## src/hdl/crc_pkg.sv

```systemverilog
// Shared types for the CRC-16 frame checker; referenced by scoped names from every RTL module
package crc_pkg;

    // Widths that carry a meaning
    localparam int BYTE_W = 8;
    localparam int CRC_W  = 16;
    localparam int LEN_W  = 16;

    // One stream byte
    typedef logic [BYTE_W-1:0] byte_t;

    // CRC value or residue
    typedef logic [CRC_W-1:0] crc_t;

    // Frame byte count, saturates at all ones
    typedef logic [LEN_W-1:0] frame_len_t;

    // Frame controller states
    typedef enum logic [1:0] {
        IDLE   = 2'd0,
        BODY   = 2'd1,
        FINISH = 2'd2
    } ctrl_state_t;

    // Result reported once per completed frame
    typedef struct packed {
        crc_t       crc;
        frame_len_t len;
        logic       ok;
    } frame_status_t;

    // Per-byte control from the controller to the datapath
    typedef struct packed {
        logic en;
        logic first;
    } byte_ctl_t;

endpackage

```

## src/hdl/crc_frame_ctrl.sv

```systemverilog
// Frame protocol FSM; accepts bytes, flags protocol errors and schedules the end-of-frame latch
`timescale 1ns/1ps

module crc_frame_ctrl (
    input  logic               clk,
    input  logic               rst,
    input  logic               data_valid,
    input  logic               sof,
    input  logic               eof,
    output crc_pkg::byte_ctl_t ctl,
    output logic               finish,
    output logic               proto_err
);

    crc_pkg::ctrl_state_t state;
    crc_pkg::ctrl_state_t state_nxt;

    logic open_frame;
    logic bad_byte;

    always_comb begin
        open_frame = (state == crc_pkg::BODY);

        // Bytes are taken when they open a frame or continue an open one
        ctl.en    = data_valid && (sof || open_frame);
        ctl.first = data_valid && sof;

        // Stray byte outside a frame, or sof that aborts an open frame
        bad_byte = data_valid && (sof ? open_frame : !open_frame);
    end

    always_comb begin
        state_nxt = state;
        if (ctl.en) begin
            state_nxt = eof ? crc_pkg::FINISH : crc_pkg::BODY;
        end else if (state == crc_pkg::FINISH) begin
            state_nxt = crc_pkg::IDLE;
        end
    end

    always_ff @(posedge clk) begin
        if (rst) begin
            state     <= crc_pkg::IDLE;
            finish    <= 1'b0;
            proto_err <= 1'b0;
        end else begin
            state     <= state_nxt;
            // One extra stage so the latch lines up with the engine pipeline
            finish    <= (state == crc_pkg::FINISH);
            proto_err <= bad_byte;
        end
    end

    // A second finish in a row only follows a one-byte frame
    a_finish_single: assert property (
        @(posedge clk) disable iff (rst)
        finish && $past(finish) |-> $past(ctl.first && eof, 2)
    );

    // Each error pulse comes from its own byte that is dropped or opens a frame
    a_err_single: assert property (
        @(posedge clk) disable iff (rst)
        proto_err && $past(proto_err) |->
            $past(data_valid && (ctl.first || !ctl.en)) &&
            $past(data_valid && (ctl.first || !ctl.en), 2)
    );

endmodule

```

## config.mk

```make
export PLATFORM = sky130hd
export DESIGN_NAME = crc_frame_ctrl
export DESIGN_NICKNAME = d
export VERILOG_FILES = /design/src/hdl/crc_pkg.sv /design/src/hdl/crc_frame_ctrl.sv
export SDC_FILE = /design/constraint.sdc
export NUM_CORES = 1
export LEC_CHECK = 0
export BUFFER_PORTS_ARGS = -buffer_cell sky130_fd_sc_hd__buf_2
export CORE_AREA = 2 2 39 41
export CTS_CLUSTER_DIAMETER = 50
export DETAILED_ROUTE_END_ITERATION = 12
export DIE_AREA = 0 0 41 43
export MAX_ROUTING_LAYER = met4
export SYNTH_ARGS = -nofsm -noshare
export SYNTH_HDL_FRONTEND = slang
export SYNTH_SLANG_ARGS = --single-unit
export TNS_END_PERCENT = 1
```

## constraint.sdc

```tcl
create_clock -name clk -period 1.4 [get_ports clk]
set_clock_uncertainty 0.1 [all_clocks]
set_input_delay 0.14 -clock clk [delete_from_list [all_inputs] [get_ports clk]]
set_output_delay 0.14 -clock clk [all_outputs]
set_load 0.05 [all_outputs]
```

======== Word-level counts from Yosys, hierarchy flattened ========
Cells that the tools add are included.
storage, ports and cells
  bits of input ports ..................... 5
  bits in registers ....................... 4
  output and inout port bits .............. 4
operators by class
  equal/unequal tests ..................... 2
  reduce and logical (&&, ||, !) cells .... 6
  mux-type cells .......................... 4
operators with widths
  kind                                           number
  2-to-1 mux 2 bit                               3
  logical AND 1 bit                              3
  == test 2 x 1 -> 1 bit, second input constant  1
  == test 2 bit, second input constant           1
  nonzero test 2 bit                             1
  zero test 1 bit                                1
  logical OR 1 bit                               1
  2-to-1 mux 1 bit                               1

======== Logic depth before layout (Yosys ltp) ========
  depth after elaboration ................. 4
  depth in mapped cells ................... 5

======== Worst setup path before layout ========
No wires, ideal clock.
  path type ............................... register -> register
  start ................................... register state[1]
  end ..................................... register state[0]
  period minus slack after synthesis ...... 1.410 ns
  stages on the path, launching flop included .. 6
  arrival ................................. 1.231 ns
  slack ................................... -0.010 ns
  path buffers ............................ 0
  path through ............................ dfxtp_1 > nand2b_1 > ha_1 > nor2b_4 > nor2_1 > a211oi_2
RTL lines
  what                    line                  RTL
  from (decl)             crc_frame_ctrl.sv:15  crc_pkg::ctrl_state_t state;
  from (signal assigned)  crc_frame_ctrl.sv:43  state <= crc_pkg::IDLE;
  from (signal assigned)  crc_frame_ctrl.sv:47  state <= state_nxt;

==> reports/metrics.cfg <==
[run_status]
status=complete, no violations

[pwr]
power.leakage_nw=0.1318
p_sw_share_pct=26.33
combPwrFrac_pct=21.8
internal-power_w=0.0002500
peakVddDrop_mv=0.4838
clockPowerShare_pct=41.1
switchingPower_w=0.00008936
pwr-share-seq_pct=37.1
p_per_area_nw_per_um2=1116

[critical_path]
crit_path_end=ctl[1]
reg2reg_depth=6
path_buf_inv=1
critPathMaxStageDelay_ns=0.31
path_depth=4
end_kind=output port
cp_cell_sequence=nand2b_4, ha_4, nor2b_4, buf_8
r2r_start=state[1]
r2r-end=state[0]
crit_path_start=state[1]
required_ns=1.16
crit_family=flip-flops
start_kind=flip-flop
cp_slowest_cell=dfxtp_2
worst_ep_arrival_time_ns=1.12
worstSetupPathType=flip-flop to output port
reg2reg_slack_ns=0.10
path_max_fanout=3

[cts]
cts.clk_slew.worst_paths_ns=0.03
htreeDepth=1
cts.sinks=4
clock_latency_ns=0.23
numCtsBuffers=3
cts_tree=built
clk_path_buf_depth=2
ctsRootBufferMaster=clkbuf_4

[timing]
timing.fmax_ghz=0.7341
worst_pin_slew_ns=0.2475
whs_ns=0.01809
max_slew_margin_pct=83.61
fin_crit_sh_pct=97.30
setup_violations=0
period_minus_slack_ns=1.362
hold_violations=0
rsz0062_at_grt=true
finalMaxSlewViolations=0

[final_layout]
antennaDiodeCount=0
fin_nets=37
areaGrowthSynthToFinish_pct=77.37
layout-drive-gt1-share_pct=65.52
fillers=150
stdcell_area_sq_um=304.0

[logic_synthesis]
syn_inst=16
synth_nets=22
synth-seq-cells=4
ys_warn_count=0
synth_area_sq_um=171.4
synth_cell_types=12
synth_area_per_cell_sq_um=10.71
yosysSeqAreaShare_pct=46.72

[routing]
wl_per_cell_um=8.200
vias_per_cell=3.489
ant_nets=0
drc_errors=0
wirelength_um=369
first_pass_iters=1
drtIter0Drc=0
dr_total_vias=157

[floorplanning]
start_util_pct=12.39
die_width_um=41
rows=14
dieArea_sq_um=1763
chipHeight_um=43
core_sq_um=1384
ios=9

[placement]
gp_congestion=0.6272
hpwl_um=259.8
portBuffers=8
placed_area_sq_um=234.0

[run]
maxCapViolCount=0

[hold_path]
worstHoldStart=rst
hp-class=primary input to flip-flop

[global_routing]
grt_overflow=0
first_global_vias=127
grt_first_pass_wirelength_um=503
grt_util_all_layers_pct=4.933
grt_start_max_net_pins=5
antenna_found_initial=0

==> per-stage QoR <==
step | cells | total power (W) | util (%) | TNS (ns) | setup slack [ns]
after floorplan | 16 | 0.0001668 | - | 0 | 0.0004561
after global placement | 40 | 0.0001824 | 16.91 | 0 | 0.1117
after CTS | 45 | 0.0003397 | 20.34 | 0 | 0.003734
final | 45 | 0.0003393 | 21.97 | 0 | 0.03775
after global routing | 45 | 0.0003615 | 21.97 | -0.01528 | -0.01528
after detailed placement | 40 | 0.0001836 | 16.91 | 0 | 0.09436
==> synth_stat cells <==
cell type	count	share of area, %
inv_1	1	2.2
dfxtp_1	4	47
nand3b_1	1	4.4
nand2b_1	1	3.7
a211oi_2	1	7.3
nor2b_4	1	8.0
ha_1	1	7.3
nor2_1	1	2.2
nor3b_1	2	8.8
nand2_1	1	2.2
and2_2	1	4.4
a21oi_1	1	2.9
==> power groups by stage <==
stage / logic (W) / clock network (W) / registers [W]
floorplan: 0.0000336 / 0 / 0.000133
global placement: 0.0000570 / 0 / 0.000125
detailed placement: 0.0000578 / 0 / 0.000126
CTS: 0.0000658 / 0.000149 / 0.000125
global route: 0.0000810 / 0.000154 / 0.000127
finish: 0.0000740 / 0.000139 / 0.000126
==> worst min path at each step <==
stage	endpoint	slack, ns	cells past startpoint
final	state[0]	0.02	2
after global routing	state[0]	0.02	2
after CTS	state[0]	0.01	2
after detailed placement	state[0]	0.25	2
after global placement	state[0]	0.25	2
after floorplan	state[0]	0.10	1
==> layout make-up <==
type | instances | area [sq um] | share of cell area, %
Clock buffer | 3 | 22.52 | 7.407
Inverter | 1 | 3.754 | 1.235
Multi-Input combinational cell | 11 | 107.6 | 35.39
Sequential cell | 4 | 82.58 | 27.16
Tap cell | 16 | 20.02 | 6.584
Timing Repair Buffer | 10 | 67.56 | 22.22
==> timing repair <==
item,in CTS,in global routing
cloned,0,0
setup buffers,1,0
hold buffers,1,0
hold endpoints to repair,1,0
gates resized for setup,3,4
endpoints found under the setup margin,1,1
pin swaps,0,1
==> registers in the layout, indices dropped and copies added (netlist names) <==
| signal | flops |
|---|---|
| proto_err | 1 |
| finish | 1 |
| state | 2 |
==> layout by cell type, fill, tap and decap left out, drive strengths merged <==
cell type and n:
ha 1, clkbuf 3, buf 9, dfxtp 4, nand2 1, and2 1, nor2 1, inv 1
a21oi 1, dlygate4sd3 1, nand3b 1, nand2b 1, nor2b 1, nor3b 2, a211oi 1
==> layer usage <==
layer	wire [um]	up-vias	GRT usage (%)
met5	0	-	-
met4	0	0	2.000
met3	49	0	6.283
met2	156	10	5.313
met1	162	67	5.128
li1	-	80	-
==> logic make-up (layout without fill, tap and decap cells) <==
group           after synthesis  after routing  synth area share (%)
simple gates                  8              8                 33.57
flops                         4              4                 46.72
compound gates                2              2                 10.22
fa+ha+maj                     1              1                 7.298
buf+inv                       1             14                 2.188
No activity file was read; power rests on OpenSTA's default activity.
